<file path="config.mk">
export PLATFORM = sky130hd
export DESIGN_NAME = alu_iq
export DESIGN_NICKNAME = d
export VERILOG_FILES = /design/src/design/iq_pkg.sv /design/src/design/iq_issue_if.sv /design/src/design/iq_entry.sv /design/src/design/iq_scheduler.sv /design/src/design/iq_alu_stage.sv /design/src/design/alu_iq.sv
export SDC_FILE = /design/constraint.sdc
export NUM_CORES = 1
export LEC_CHECK = 0
export BUFFER_PORTS_ARGS = -buffer_cell sky130_fd_sc_hd__buf_2
export CAP_MARGIN = 20
export CORE_MARGIN = 2
export CORE_UTILIZATION = 45
export DETAILED_ROUTE_END_ITERATION = 6
export PLACE_DENSITY = 0.62
export SYNTH_ARGS = -nofsm -noshare
export SYNTH_HDL_FRONTEND = slang
export SYNTH_SLANG_ARGS = --single-unit
</file>
<file path="constraint.sdc">
create_clock -name clk -period 14.9 [get_ports clk]
set_clock_uncertainty 0.15 [all_clocks]
set_input_delay 2.98 -clock clk [delete_from_list [all_inputs] [get_ports clk]]
set_output_delay 2.98 -clock clk [all_outputs]
set_load 0.05 [all_outputs]
</file>
<file path="src/design/iq_pkg.sv">
package iq_pkg;

    typedef logic [31:0] word_t;
    typedef logic [3:0]  tag_t;
    typedef logic [3:0]  age_t;

    // saturation value of the per-entry age counter
    localparam age_t AGE_MAX = 4'd15;

    typedef enum logic [2:0] {
        ALU_ADD = 3'd0,
        ALU_SUB = 3'd1,
        ALU_AND = 3'd2,
        ALU_OR  = 3'd3,
        ALU_XOR = 3'd4,
        ALU_SLL = 3'd5,
        ALU_SRL = 3'd6,
        ALU_SLT = 3'd7
    } alu_op_e;

    // shifts take the low 5 bits of b, slt is a signed compare
    function automatic word_t alu_eval(alu_op_e op, word_t a, word_t b);
        word_t res;
        case (op)
            ALU_ADD: res = a + b;
            ALU_SUB: res = a - b;
            ALU_AND: res = a & b;
            ALU_OR:  res = a | b;
            ALU_XOR: res = a ^ b;
            ALU_SLL: res = a << b[4:0];
            ALU_SRL: res = a >> b[4:0];
            ALU_SLT: res = ($signed(a) < $signed(b)) ? 32'd1 : 32'd0;
            default: res = '0;
        endcase
        return res;
    endfunction

endpackage

</file>
<file path="src/design/iq_issue_if.sv">
interface iq_issue_if;

    // one-cycle strobe, only raised when the result register can load
    logic            valid;
    iq_pkg::alu_op_e op;
    iq_pkg::word_t   src0;
    iq_pkg::word_t   src1;
    iq_pkg::tag_t    dest_tag;

    modport sched (
        output valid,
        output op,
        output src0,
        output src1,
        output dest_tag
    );

    modport alu (
        input valid,
        input op,
        input src0,
        input src1,
        input dest_tag
    );

endinterface

</file>
<file path="src/design/iq_entry.sv">
module iq_entry (
    input  logic                     clk,
    input  logic                     arst_n_i,
    input  logic                     flush_i,
    input  logic                     write_i,
    input  iq_pkg::alu_op_e          op_i,
    input  iq_pkg::tag_t             dest_tag_i,
    input  logic [1:0]               src_rdy_i,
    input  iq_pkg::tag_t [1:0]       src_tag_i,
    input  iq_pkg::word_t [1:0]      src_data_i,
    input  logic                     cdb_valid_i,
    input  iq_pkg::tag_t             cdb_tag_i,
    input  iq_pkg::word_t            cdb_data_i,
    input  logic                     wk_valid_i,
    input  iq_pkg::tag_t             wk_tag_i,
    input  iq_pkg::word_t            wk_data_i,
    input  logic                     issue_i,
    output logic                     busy_o,
    output logic                     ready_o,
    output iq_pkg::age_t             age_o,
    output iq_pkg::alu_op_e          op_o,
    output iq_pkg::word_t            src0_o,
    output iq_pkg::word_t            src1_o,
    output iq_pkg::tag_t             dest_tag_o
);

    logic                busy_q;
    logic [1:0]          src_rdy_q;
    logic [1:0]          src_rdy_d;
    iq_pkg::word_t [1:0] src_data_q;
    iq_pkg::word_t [1:0] src_data_d;
    iq_pkg::tag_t [1:0]  src_tag_q;
    iq_pkg::age_t        age_q;
    iq_pkg::alu_op_e     op_q;
    iq_pkg::tag_t        dest_tag_q;
    logic [1:0]          waiting;
    logic [1:0]          cdb_hit;
    logic [1:0]          wk_hit;

    // ------------------------------------------------------------------
    // operand capture, also on the dispatch cycle itself
    always_comb begin
        for (int s = 0; s < 2; s++) begin
            waiting[s]    = write_i ? !src_rdy_i[s] : (busy_q && !src_rdy_q[s]);
            cdb_hit[s]    = cdb_valid_i && (cdb_tag_i == (write_i ? src_tag_i[s] : src_tag_q[s]));
            wk_hit[s]     = wk_valid_i && (wk_tag_i == (write_i ? src_tag_i[s] : src_tag_q[s]));
            src_rdy_d[s]  = write_i ? src_rdy_i[s] : src_rdy_q[s];
            src_data_d[s] = write_i ? src_data_i[s] : src_data_q[s];
            if (waiting[s] && cdb_hit[s]) begin
                src_rdy_d[s]  = 1'b1;
                src_data_d[s] = cdb_data_i;
            end else if (waiting[s] && wk_hit[s]) begin
                src_rdy_d[s]  = 1'b1;
                src_data_d[s] = wk_data_i;
            end
        end
    end

    // ------------------------------------------------------------------
    always_ff @(posedge clk or negedge arst_n_i) begin
        if (!arst_n_i) begin
            busy_q    <= 1'b0;
            src_rdy_q <= '0;
            age_q     <= '0;
        end else if (flush_i) begin
            busy_q    <= 1'b0;
            src_rdy_q <= '0;
            age_q     <= '0;
        end else begin
            src_rdy_q <= src_rdy_d;
            if (write_i) begin
                busy_q <= 1'b1;
                age_q  <= '0;
            end else if (issue_i) begin
                busy_q <= 1'b0;
                age_q  <= '0;
            end else if (ready_o && age_q != iq_pkg::AGE_MAX) begin
                age_q <= age_q + 1'b1;
            end
        end
    end

    always_ff @(posedge clk) begin
        src_data_q <= src_data_d;
        if (write_i) begin
            op_q       <= op_i;
            dest_tag_q <= dest_tag_i;
            src_tag_q  <= src_tag_i;
        end
    end

    assign busy_o     = busy_q;
    assign ready_o    = busy_q && (&src_rdy_q);
    assign age_o      = age_q;
    assign op_o       = op_q;
    assign src0_o     = src_data_q[0];
    assign src1_o     = src_data_q[1];
    assign dest_tag_o = dest_tag_q;

endmodule

</file>
<file path="src/design/iq_scheduler.sv">
module iq_scheduler #(
    parameter int IQ_SIZE = 4
) (
    input  logic                              clk,
    input  logic                              arst_n_i,
    input  logic                              flush_i,
    input  logic                              dispatch_valid_i,
    output logic                              dispatch_ready_o,
    input  logic [IQ_SIZE-1:0]                entry_busy_i,
    input  logic [IQ_SIZE-1:0]                entry_ready_i,
    input  iq_pkg::age_t [IQ_SIZE-1:0]        entry_age_i,
    input  iq_pkg::alu_op_e [IQ_SIZE-1:0]     entry_op_i,
    input  iq_pkg::word_t [IQ_SIZE-1:0]       entry_src0_i,
    input  iq_pkg::word_t [IQ_SIZE-1:0]       entry_src1_i,
    input  iq_pkg::tag_t [IQ_SIZE-1:0]        entry_dest_tag_i,
    input  logic                              out_free_i,
    output logic [IQ_SIZE-1:0]                write_o,
    output logic [IQ_SIZE-1:0]                issue_o,
    iq_issue_if.sched                         issue
);

    localparam int IDX_W = $clog2(IQ_SIZE);

    logic               free_q;
    logic               slot_found;
    logic               sel_found;
    logic [IDX_W-1:0]   sel_idx;
    iq_pkg::age_t       best_age;
    logic [IQ_SIZE-1:0] busy_next;

    // ------------------------------------------------------------------
    // allocation into the lowest free slot
    always_comb begin
        write_o    = '0;
        slot_found = 1'b0;
        for (int i = 0; i < IQ_SIZE; i++) begin
            if (!entry_busy_i[i] && !slot_found) begin
                write_o[i] = dispatch_valid_i && free_q;
                slot_found = 1'b1;
            end
        end
    end

    // ------------------------------------------------------------------
    // oldest ready entry wins and ties go to the lowest index
    always_comb begin
        sel_found = 1'b0;
        sel_idx   = '0;
        best_age  = '0;
        for (int i = 0; i < IQ_SIZE; i++) begin
            if (entry_ready_i[i] && (!sel_found || entry_age_i[i] > best_age)) begin
                sel_found = 1'b1;
                sel_idx   = IDX_W'(i);
                best_age  = entry_age_i[i];
            end
        end
        issue_o = '0;
        if (sel_found && out_free_i) begin
            issue_o[sel_idx] = 1'b1;
        end
    end

    assign issue.valid    = sel_found && out_free_i;
    assign issue.op       = entry_op_i[sel_idx];
    assign issue.src0     = entry_src0_i[sel_idx];
    assign issue.src1     = entry_src1_i[sel_idx];
    assign issue.dest_tag = entry_dest_tag_i[sel_idx];

    // free flag tracks occupancy after this edge
    assign busy_next = (entry_busy_i & ~issue_o) | write_o;

    always_ff @(posedge clk or negedge arst_n_i) begin
        if (!arst_n_i) begin
            free_q <= 1'b1;
        end else if (flush_i) begin
            free_q <= 1'b1;
        end else begin
            free_q <= !(&busy_next);
        end
    end

    assign dispatch_ready_o = free_q;

endmodule

</file>
<file path="src/design/iq_alu_stage.sv">
module iq_alu_stage (
    input  logic          clk,
    input  logic          arst_n_i,
    input  logic          flush_i,
    iq_issue_if.alu       issue,
    input  logic          result_ready_i,
    output logic          result_valid_o,
    output iq_pkg::tag_t  result_tag_o,
    output iq_pkg::word_t result_data_o,
    output logic          out_free_o,
    output logic          wk_valid_o,
    output iq_pkg::tag_t  wk_tag_o,
    output iq_pkg::word_t wk_data_o
);

    iq_pkg::word_t alu_res;
    logic          valid_q;
    iq_pkg::tag_t  tag_q;
    iq_pkg::word_t data_q;

    assign alu_res = iq_pkg::alu_eval(issue.op, issue.src0, issue.src1);

    // ------------------------------------------------------------------
    // result register, held while the consumer stalls
    always_ff @(posedge clk or negedge arst_n_i) begin
        if (!arst_n_i) begin
            valid_q <= 1'b0;
        end else if (flush_i) begin
            valid_q <= 1'b0;
        end else if (issue.valid) begin
            valid_q <= 1'b1;
        end else if (result_ready_i) begin
            valid_q <= 1'b0;
        end
    end

    always_ff @(posedge clk) begin
        if (issue.valid) begin
            tag_q  <= issue.dest_tag;
            data_q <= alu_res;
        end
    end

    // empty or draining this cycle
    assign out_free_o     = !valid_q || result_ready_i;

    assign result_valid_o = valid_q;
    assign result_tag_o   = tag_q;
    assign result_data_o  = data_q;

    // broadcast on handoff
    assign wk_valid_o = valid_q && result_ready_i;
    assign wk_tag_o   = tag_q;
    assign wk_data_o  = data_q;

endmodule

</file>
<file path="src/design/alu_iq.sv">
module alu_iq #(
    parameter int IQ_SIZE = 4
) (
    input  logic                 clk,
    input  logic                 arst_n_i,
    input  logic                 flush_i,
    input  logic                 dispatch_valid_i,
    output logic                 dispatch_ready_o,
    input  iq_pkg::alu_op_e      dispatch_op_i,
    input  iq_pkg::tag_t         dispatch_dest_tag_i,
    input  logic [1:0]           dispatch_src_rdy_i,
    input  iq_pkg::tag_t [1:0]   dispatch_src_tag_i,
    input  iq_pkg::word_t [1:0]  dispatch_src_data_i,
    input  logic                 cdb_valid_i,
    input  iq_pkg::tag_t         cdb_tag_i,
    input  iq_pkg::word_t        cdb_data_i,
    output logic                 result_valid_o,
    output iq_pkg::tag_t         result_tag_o,
    output iq_pkg::word_t        result_data_o,
    input  logic                 result_ready_i
);

    logic [IQ_SIZE-1:0]              entry_write;
    logic [IQ_SIZE-1:0]              entry_issue;
    logic [IQ_SIZE-1:0]              entry_busy;
    logic [IQ_SIZE-1:0]              entry_ready;
    iq_pkg::age_t [IQ_SIZE-1:0]      entry_age;
    iq_pkg::alu_op_e [IQ_SIZE-1:0]   entry_op;
    iq_pkg::word_t [IQ_SIZE-1:0]     entry_src0;
    iq_pkg::word_t [IQ_SIZE-1:0]     entry_src1;
    iq_pkg::tag_t [IQ_SIZE-1:0]      entry_dest_tag;
    logic                            out_free;
    logic                            wk_valid;
    iq_pkg::tag_t                    wk_tag;
    iq_pkg::word_t                   wk_data;

    iq_issue_if issue_bus ();

    // ------------------------------------------------------------------
    // entry array
    for (genvar i = 0; i < IQ_SIZE; i++) begin : g_entry
        iq_entry u_entry (
            .clk         (clk),
            .arst_n_i    (arst_n_i),
            .flush_i     (flush_i),
            .write_i     (entry_write[i]),
            .op_i        (dispatch_op_i),
            .dest_tag_i  (dispatch_dest_tag_i),
            .src_rdy_i   (dispatch_src_rdy_i),
            .src_tag_i   (dispatch_src_tag_i),
            .src_data_i  (dispatch_src_data_i),
            .cdb_valid_i (cdb_valid_i),
            .cdb_tag_i   (cdb_tag_i),
            .cdb_data_i  (cdb_data_i),
            .wk_valid_i  (wk_valid),
            .wk_tag_i    (wk_tag),
            .wk_data_i   (wk_data),
            .issue_i     (entry_issue[i]),
            .busy_o      (entry_busy[i]),
            .ready_o     (entry_ready[i]),
            .age_o       (entry_age[i]),
            .op_o        (entry_op[i]),
            .src0_o      (entry_src0[i]),
            .src1_o      (entry_src1[i]),
            .dest_tag_o  (entry_dest_tag[i])
        );
    end

    iq_scheduler #(
        .IQ_SIZE (IQ_SIZE)
    ) u_sched (
        .clk              (clk),
        .arst_n_i         (arst_n_i),
        .flush_i          (flush_i),
        .dispatch_valid_i (dispatch_valid_i),
        .dispatch_ready_o (dispatch_ready_o),
        .entry_busy_i     (entry_busy),
        .entry_ready_i    (entry_ready),
        .entry_age_i      (entry_age),
        .entry_op_i       (entry_op),
        .entry_src0_i     (entry_src0),
        .entry_src1_i     (entry_src1),
        .entry_dest_tag_i (entry_dest_tag),
        .out_free_i       (out_free),
        .write_o          (entry_write),
        .issue_o          (entry_issue),
        .issue            (issue_bus.sched)
    );

    iq_alu_stage u_alu (
        .clk            (clk),
        .arst_n_i       (arst_n_i),
        .flush_i        (flush_i),
        .issue          (issue_bus.alu),
        .result_ready_i (result_ready_i),
        .result_valid_o (result_valid_o),
        .result_tag_o   (result_tag_o),
        .result_data_o  (result_data_o),
        .out_free_o     (out_free),
        .wk_valid_o     (wk_valid),
        .wk_tag_o       (wk_tag),
        .wk_data_o      (wk_data)
    );

endmodule

</file>
== After elaboration in Yosys (flattened, before gate mapping) ==
Cells that the tools add are included.

* ROM bits: 0
* Register bits: 382
* Bits in latches: 0
* Memories kept: 0
* Memory bits (writable): 0

* Muxes and demuxes: 130
* Equality and inequality tests: 27
* Bitwise gates (word level): 6
* Reduce and logical (&&, ||, !) cells: 113
* Magnitude comparators: 6
* $add $sub $neg: 6
* Shifts and indexed selects: 2
* Divide/modulo/power cells: 0
* Multiply operators: 0

{| class="wikitable"
|+ Operator list
! kind !! count
|-
| 32-bit 2-to-1 mux || 26
|-
| 32-bit case mux with 8 select lines || 1
|-
| 32-bit binary-select mux with 2-bit select || 2
|-
| 4-bit 2-to-1 mux || 29
|-
| 4-bit == test || 16
|-
| 1-bit 2-to-1 mux || 62
|-
| 1-bit logical AND || 58
|-
| 4-bit nonzero test || 12
|-
| 3-bit nonzero test || 13
|-
| 32-bit adder || 1
|-
| 32-bit AND || 1
|-
| 32-bit < comparator || 1
|-
| 32-bit OR || 1
|-
| 32-bit by 5-bit << shifter with 32-bit output || 1
|-
| 32-bit by 5-bit >> shifter with 32-bit output || 1
|-
| 32-bit subtractor || 1
|-
| 32-bit XOR || 1
|-
| 1-bit logical NOT || 20
|-
| 4-bit by 1-bit adder with 4-bit output (second input constant) || 4
|-
| 4-bit != test (second input constant) || 4
|-
| 3-bit == test (second input constant) || 4
|-
| 4-bit > comparator || 3
|-
| 2-bit 2-to-1 mux || 6
|-
| 4-bit binary-select mux with 2-bit select || 1
|-
| other kinds (14) || 21
|}

== Depth between registers and ports, before layout ==
* Word-level depth: 26
* Mapped depth: 52
* Mapped depth without buffers: 37

== Cells and area by module ==
A second synthesis with hierarchy kept.

* Cells, all modules: 3656
* Area total of the unflattened synthesis: 31951.9 µm²

{| class="wikitable"
|+ By module, submodules not included
! module !! instances !! seq. area each (µm²) !! area an instance (µm²) !! cells an instance
|-
| iq_entry || 4 || 2547.4 || 4829.6 || 461
|-
| iq_alu_stage || 1 || 1106.1 || 9366.5 || 1291
|-
| iq_scheduler || 1 || 26.3 || 3266.9 || 521
|}

== Worst setup path after synthesis ==
No wires, ideal clock.

* Path type: reg2reg
* Start point: register g_entry[0].u_entry.busy_q
* End point: register u_alu.data_q[0] (netlist: u_alu.result_data_o[0]), data pin
* Data arrival time: 10.340 ns
* Buffers on the path: 15
* Slack: 4.254 ns
* Data required time: 14.593 ns
* Cell stages (with the launch flop): 47
* Cell sequence: dfrtp_1 -> and3_1 -> buf_4 -> clkbuf_1 -> nand2_1 -> ha_1 -> nor2b_1 -> o31ai_2 -> a21oi_2 -> buf_2 -> buf_2 -> buf_2 -> clkbuf_1 -> nor2_1 -> a21oi_1 -> ha_1 -> o21a_1 -> o21a_1 -> [... 11 more ...] -> buf_4 -> nor2_1 -> a211oi_2 -> clkbuf_1 -> clkbuf_1 -> ha_1 -> inv_1 -> a21o_1 -> a221oi_1 -> o41ai_1 -> o31a_1 -> a2111o_1 -> nand2_1 -> o31ai_1 -> a221o_1 -> and3_1 -> or4_1 -> a32oi_1

* Cells in the longest elaborated chain, start to end: 19

{| class="wikitable"
|+ Ends and longest elaborated chain
! element !! line !! text
|-
| start, declared || iq_entry.sv:27 || <nowiki>logic busy_q;</nowiki>
|-
| start signal, assigned || iq_entry.sv:62 || <nowiki>busy_q <= 1'b0;</nowiki>
|-
| start signal, assigned || iq_entry.sv:66 || <nowiki>busy_q <= 1'b0;</nowiki>
|-
| start signal, assigned || iq_entry.sv:72 || <nowiki>busy_q <= 1'b1;</nowiki>
|-
| 1-bit logical AND * || iq_entry.sv:93 || <nowiki>assign ready_o = busy_q && (&src_rdy_q);</nowiki>
|-
| 4-bit 2-to-1 mux or 1-bit 2-to-1 mux (tied branches) || iq_scheduler.sv:51 || <nowiki>if (entry_ready_i[i] && (!sel_found || entry_age_i[i] > best_age)) begin</nowiki>
|-
| 4-bit > comparator or 1-bit logical NOT (tied branches) || iq_scheduler.sv:51 ||
|-
| 1-bit logical OR || iq_scheduler.sv:51 ||
|-
| 1-bit logical AND || iq_scheduler.sv:51 ||
|-
| 4-bit 2-to-1 mux or 1-bit 2-to-1 mux (tied branches) || iq_scheduler.sv:51 ||
|-
| 4-bit > comparator or 1-bit logical NOT (tied branches) || iq_scheduler.sv:51 ||
|-
| 1-bit logical OR || iq_scheduler.sv:51 ||
|-
| [... 4 more ...] || n/a ||
|-
| 1-bit logical AND || iq_scheduler.sv:51 ||
|-
| 2-bit 2-to-1 mux * || iq_scheduler.sv:51 ||
|-
| 32-bit binary-select mux with 2-bit select (on tied branches) || iq_scheduler.sv:65, iq_scheduler.sv:66 ||
|-
| 32-bit 2-to-1 mux (on tied branches) || iq_scheduler.sv:65, iq_scheduler.sv:66 ||
|-
| 32-bit < comparator || iq_pkg.sv:32 || <nowiki>ALU_SLT: res = ($signed(a) < $signed(b)) ? 32'd1 : 32'd0;</nowiki>
|-
| 1-bit 2-to-1 mux || iq_pkg.sv:32 ||
|-
| 32-bit case mux with 8 select lines * || iq_pkg.sv:24 || <nowiki>case (op)</nowiki>
|-
| via u_alu.alu_res[0] || iq_alu_stage.sv:16 || <nowiki>iq_pkg::word_t alu_res;</nowiki>
|-
| end signal, assigned || iq_alu_stage.sv:40 || <nowiki>data_q <= alu_res;</nowiki>
|-
| end, declared || iq_alu_stage.sv:19 || <nowiki>iq_pkg::word_t data_q;</nowiki>
|}

Mark *: on every way through the listed nets, which the timed path passes. The rest lies on a longest branch. The select of a mux whose other input is x is not followed.
A chain may end at the register's enable or synchronous reset.

== Worst setup path in the final report ==
* Start point: register g_entry[0].u_entry.busy_q
* End point: register u_alu.data_q[30] (netlist: u_alu.result_data_o[30]), data pin

* Cells in the longest elaborated chain, start to end: 18

{| class="wikitable"
|+ Ends and longest elaborated chain
! element !! line !! text
|-
| 1-bit logical AND * || iq_entry.sv:93 ||
|-
| 4-bit 2-to-1 mux or 1-bit 2-to-1 mux (tied branches) || iq_scheduler.sv:51 ||
|-
| 4-bit > comparator or 1-bit logical NOT (tied branches) || iq_scheduler.sv:51 ||
|-
| 1-bit logical OR || iq_scheduler.sv:51 ||
|-
| 1-bit logical AND || iq_scheduler.sv:51 ||
|-
| 4-bit 2-to-1 mux or 1-bit 2-to-1 mux (tied branches) || iq_scheduler.sv:51 ||
|-
| 4-bit > comparator or 1-bit logical NOT (tied branches) || iq_scheduler.sv:51 ||
|-
| 1-bit logical OR || iq_scheduler.sv:51 ||
|-
| [... 3 more ...] || n/a ||
|-
| 1-bit logical OR || iq_scheduler.sv:51 ||
|-
| 1-bit logical AND || iq_scheduler.sv:51 ||
|-
| 2-bit 2-to-1 mux * || iq_scheduler.sv:51 ||
|-
| 32-bit binary-select mux with 2-bit select, or another cell as far along || iq_scheduler.sv:65 || <nowiki>assign issue.src0 = entry_src0_i[sel_idx];</nowiki>
|-
| 32-bit 2-to-1 mux (not written as such), or another cell as far along || iq_scheduler.sv:65 ||
|-
| 32-bit subtractor, or another cell as far along || iq_pkg.sv:26 || <nowiki>ALU_SUB: res = a - b;</nowiki>
|-
| 32-bit case mux with 8 select lines * || iq_pkg.sv:24 ||
|-
| via u_alu.alu_res[30] || iq_alu_stage.sv:16 ||
|}

Marked as above.

==> impl_metrics.csv <==
group,metric,value,unit
outcome,outcome,"complete, but fails checks",
outcome,failed_checks,"DRC",
yosys,asyncSetResetFlopFracSynth,0.0785,
yosys,synth-simple-area-share,0.128,
yosys,ys_types,96,
timing,setup_repair_after_global_routing_missed_its_margin,"no",
yosys,number_of_standard_cells_after_synthesis,3313,
timing,timing.final.hold_violations,0,
routing,post_drt_wl_per_cell,28.7,um
final_layout,layout.cells.most_common,"nor2_1",
global_route,grt_pass1_wl,176,mm
clock_network,cts_tree,"built",
clock_network,inserted_clock_buffers,47,
routing,post_drt_via_cell_ratio,6.52,
worst_setup_path,slowest_stage,"and3_1",
global_route,grt_pass1_vias,26200,
final_layout,finish.cell_count_without_fillers,4198,
timing,final.period_utilization,0.773,
place,post_dp_cell_area,31200,um2
timing,worst_slew_margin_rel,0.239,
final_layout,layout_cells_sized_above_1,0.127,
worst_setup_path,crit_path_max_fanout,121,
power,peak_supply_drop,0.0000870,V
final_layout,layout.cell_area.non_filler,32800,um2
worst_setup_path,worst_ep_required_time,15.10,ns
floorplanning,die_span_y,262,um
global_route,global_route.usage.total,0.347,
timing,final_max_tran_viols,0,
routing,post-route-drc-count,2,
clock_network,longest_clk_path_bufs,3,
power,pwr_density_cell,93.1,nW/um2
clock_network,cts-htree-levels,2,
clock_network,clkSlewWorstSetupHoldPaths,0.06,ns
power,post-layout-total-power,3060,uW
worst_setup_path,max_stage_delay,0.67,ns
floorplanning,initial_utilization,0.455,
routing,ant_nets,0,
global_route,gr-total-overflow,0,
yosys,xor_xnor_portion_of_the_synthesized_cell_area,0.0278,
floorplanning,core_region,65700,um2
final_layout,num-nets-final,3528,
clock_network,cts_resized,0,
timing,worst-slew-pin-transition,1.14,ns
place,io_buffers,160,
place,detailedPlacementHpwl,81.7,mm
routing,dr.first_iter.drc_count,3742,
final_layout,area.growth.synth_to_final,9.81,%
yosys,ys_ff_latch,382,
floorplanning,dieArea,68500,um2
yosys,post_synth_mux_area_share,0.146,
clock_network,worst_skew_pair.late_latency,0.63,ns
yosys,postSynthNetCount,3551,
floorplanning,floorplan.rows,94,
worst_setup_path,crit_path_start_kind,"flop",
timing,final-setup-viol-count,0,
yosys,synth-edff-count,352,
final_layout,top_library_cells_by_usage_in_the_layout_fill_and_taps_aside,"nor2_1 (465), a21oi_1 (431), mux2i_1 (407)",
place,place_inst,4103,
hold_path,hold_crit_class,"reg -> reg",
clock_network,tritoncts_num_sinks,382,
power,power.leakage,0.0135,uW
yosys,dominantRegCellSynth,"edfxtp_1",
routing,firstDrtPassIters,7,
timing,fmax,0.0868,GHz
worst_setup_path,worstSetupEndpointType,"flop",
floorplanning,die-width,262,um
timing,final_total_negative_setup_slack,0,ns
clock_network,clock_tree.root_cell,"clkbuf_16",
yosys,post_synth_instance_area,29900,um2
routing,drt_wl_total,121,mm
job,max-cap-violations,0,
place,place_congestion,1.02,
yosys,synth_top_family_by_area,"compound AO/OA/AOI/OAI gates",
clock_network,post_cts_buffers,0,
clock_network,cts-hold-fix-buffers,0,
timing,shortest_clock_period_the_worst_path_allows_after_layout,11.52,ns
yosys,register_area_share_after_synthesis,0.379,
global_route,grt_antenna_before_repair,12,
yosys,synth-warning-count,0,
yosys,synth_compound_gate_area_share,0.208,
floorplanning,io_pins,161,
worst_setup_path,worst_ep_arrival_time,11.72,ns
yosys,post_synthesis_adder_cell_area_fraction,0.0486,
routing,routed-via-count,27400,
global_route,grt_max_degree,122,
yosys,synthesis.area_per_instance,9.02,um2
worst_setup_path,timing.setup.critical_path_class,"reg -> reg",
## cell usage after synthesis (all sizes together), types with 7 or more instances
| cell type | n | area share |
|---|---|---|
| a211o | 26 | 0.0076 |
| a211oi | 32 | 0.0095 |
| a21o | 23 | 0.0058 |
| a21oi | 433 | 0.073 |
| a221o | 12 | 0.0040 |
| a221oi | 28 | 0.011 |
| a22oi | 16 | 0.0042 |
| a2bb2oi | 13 | 0.0049 |
| a311oi | 12 | 0.0035 |
| a31oi | 37 | 0.0077 |
| a32oi | 12 | 0.0038 |
| a41oi | 7 | 0.0021 |
| and3 | 9 | 0.0019 |
| buf | 104 | 0.018 |
| clkbuf | 209 | 0.028 |
| dfrtp | 29 | 0.024 |
| edfxtp | 352 | 0.35 |
| ha | 113 | 0.047 |
| inv | 133 | 0.017 |
| mux2 | 23 | 0.0087 |
| mux2i | 408 | 0.14 |
| nand2 | 216 | 0.027 |
| nand2b | 11 | 0.0023 |
| nand3 | 51 | 0.0085 |
| nand4 | 21 | 0.0044 |
| nor2 | 468 | 0.059 |
| nor3 | 50 | 0.0094 |
| nor4 | 33 | 0.0077 |
| o211ai | 23 | 0.0059 |
| o21a | 25 | 0.0063 |
| o21ai | 120 | 0.020 |
| o21bai | 15 | 0.0038 |
| o221a | 13 | 0.0049 |
| o221ai | 13 | 0.0038 |
| o22ai | 23 | 0.0054 |
| o311ai | 13 | 0.0038 |
| o31ai | 8 | 0.0022 |
| or3 | 9 | 0.0019 |
| xnor2 | 69 | 0.020 |
| xor2 | 26 | 0.0076 |
## critical path: cells and delay by family (launching register included)
| kind | cells | cell delay, ns |
|---|---|---|
| flops | 1 | 0.42 |
| buf+inv | 4 | 1.87 |
| mux | 1 | 0.38 |
| simple gates | 8 | 2.27 |
| compound gates | 17 | 4.52 |
| xor+xnor | 1 | 0.10 |
| fa+ha+maj | 4 | 1.40 |
## sequential cells by signal, indices dropped and copies added (netlist names)
| register | count |
|---|---|
| g_entry.u_entry.src0_o | 128 |
| g_entry.u_entry.src_rdy_q | 8 |
| g_entry.u_entry.src1_o | 128 |
| g_entry.u_entry.src_tag_q | 32 |
| u_alu.result_data_o | 32 |
| u_alu.result_tag_o | 4 |
| g_entry.u_entry.dest_tag_o | 16 |
| u_alu.result_valid_o | 1 |
| g_entry.u_entry.age_o | 16 |
| u_sched.dispatch_ready_o | 1 |
| g_entry.u_entry.busy_o | 4 |
| g_entry.u_entry.op_o | 12 |
## worst paths after layout
kind	startpoint	end	slack, ns	cells after the start
worst max-delay path	g_entry[0].u_entry.busy_o	u_alu.result_data_o[30]	3.38	35
worst min register to register	g_entry[0].u_entry.dest_tag_o[1]	u_alu.result_tag_o[1]	0.39	1
worst min-delay path	g_entry[0].u_entry.dest_tag_o[1]	u_alu.result_tag_o[1]	0.39	1
min in group asynchronous	arst_n_i	g_entry[0].u_entry.age_o[2]	2.27	1
max in group asynchronous	arst_n_i	g_entry[0].u_entry.src_rdy_q[1]	11.87	1
worst max register to register	g_entry[0].u_entry.busy_o	u_alu.result_data_o[30]	3.38	35
## metal layers
layer	track usage	share of wire	vias up
met5	0	0.00046	-
met4	0.180	0.056	10
met3	0.0512	0.093	329
met2	0.546	0.45	1611
met1	0.466	0.40	13300
li1	-	-	12100
## per-stage QoR
| stage | worst slack, ns | utilization | hold WS (ns) |
|---|---|---|---|
| after floorplan | 4.25 | - | 0.375 |
| after global placement | 4.01 | 0.474 | 0.382 |
| after detailed placement | 3.78 | 0.474 | 0.387 |
| after CTS | 3.69 | 0.498 | 0.397 |
| after global routing | 2.54 | 0.499 | 0.418 |
| final | 3.38 | 0.499 | 0.394 |
## area by class of cell
| cell class | count | area, um2 |
|---|---|---|
| Antenna cell | 6 | 15.0 |
| Clock buffer | 57 | 1260 |
| Multi-Input combinational cell | 2485 | 16900 |
| Tap cell | 864 | 1080 |
| Timing Repair Buffer | 241 | 1450 |
| Sequential cell | 382 | 11300 |
| Inverter | 133 | 499 |
| Fill cell | 6117 | 32900 |
| Clock inverter | 30 | 330 |
## cells by family (layout without fill, tap and decap cells)
kind of cell / count (synthesis) / count (layout)
compound gates: 952 / 952
xor+xnor: 95 / 95
flops: 382 / 382
other cells: 0 / 6
mux: 431 / 431
buf+inv: 446 / 461
fa+ha+maj: 115 / 115
simple gates: 892 / 892
## power by group
part | internal (uW) | switching, uW
Sequential | 1210 | 10.9
Clock | 681 | 507
Combinational | 219 | 428
Power figures use the tool's default switching activity.
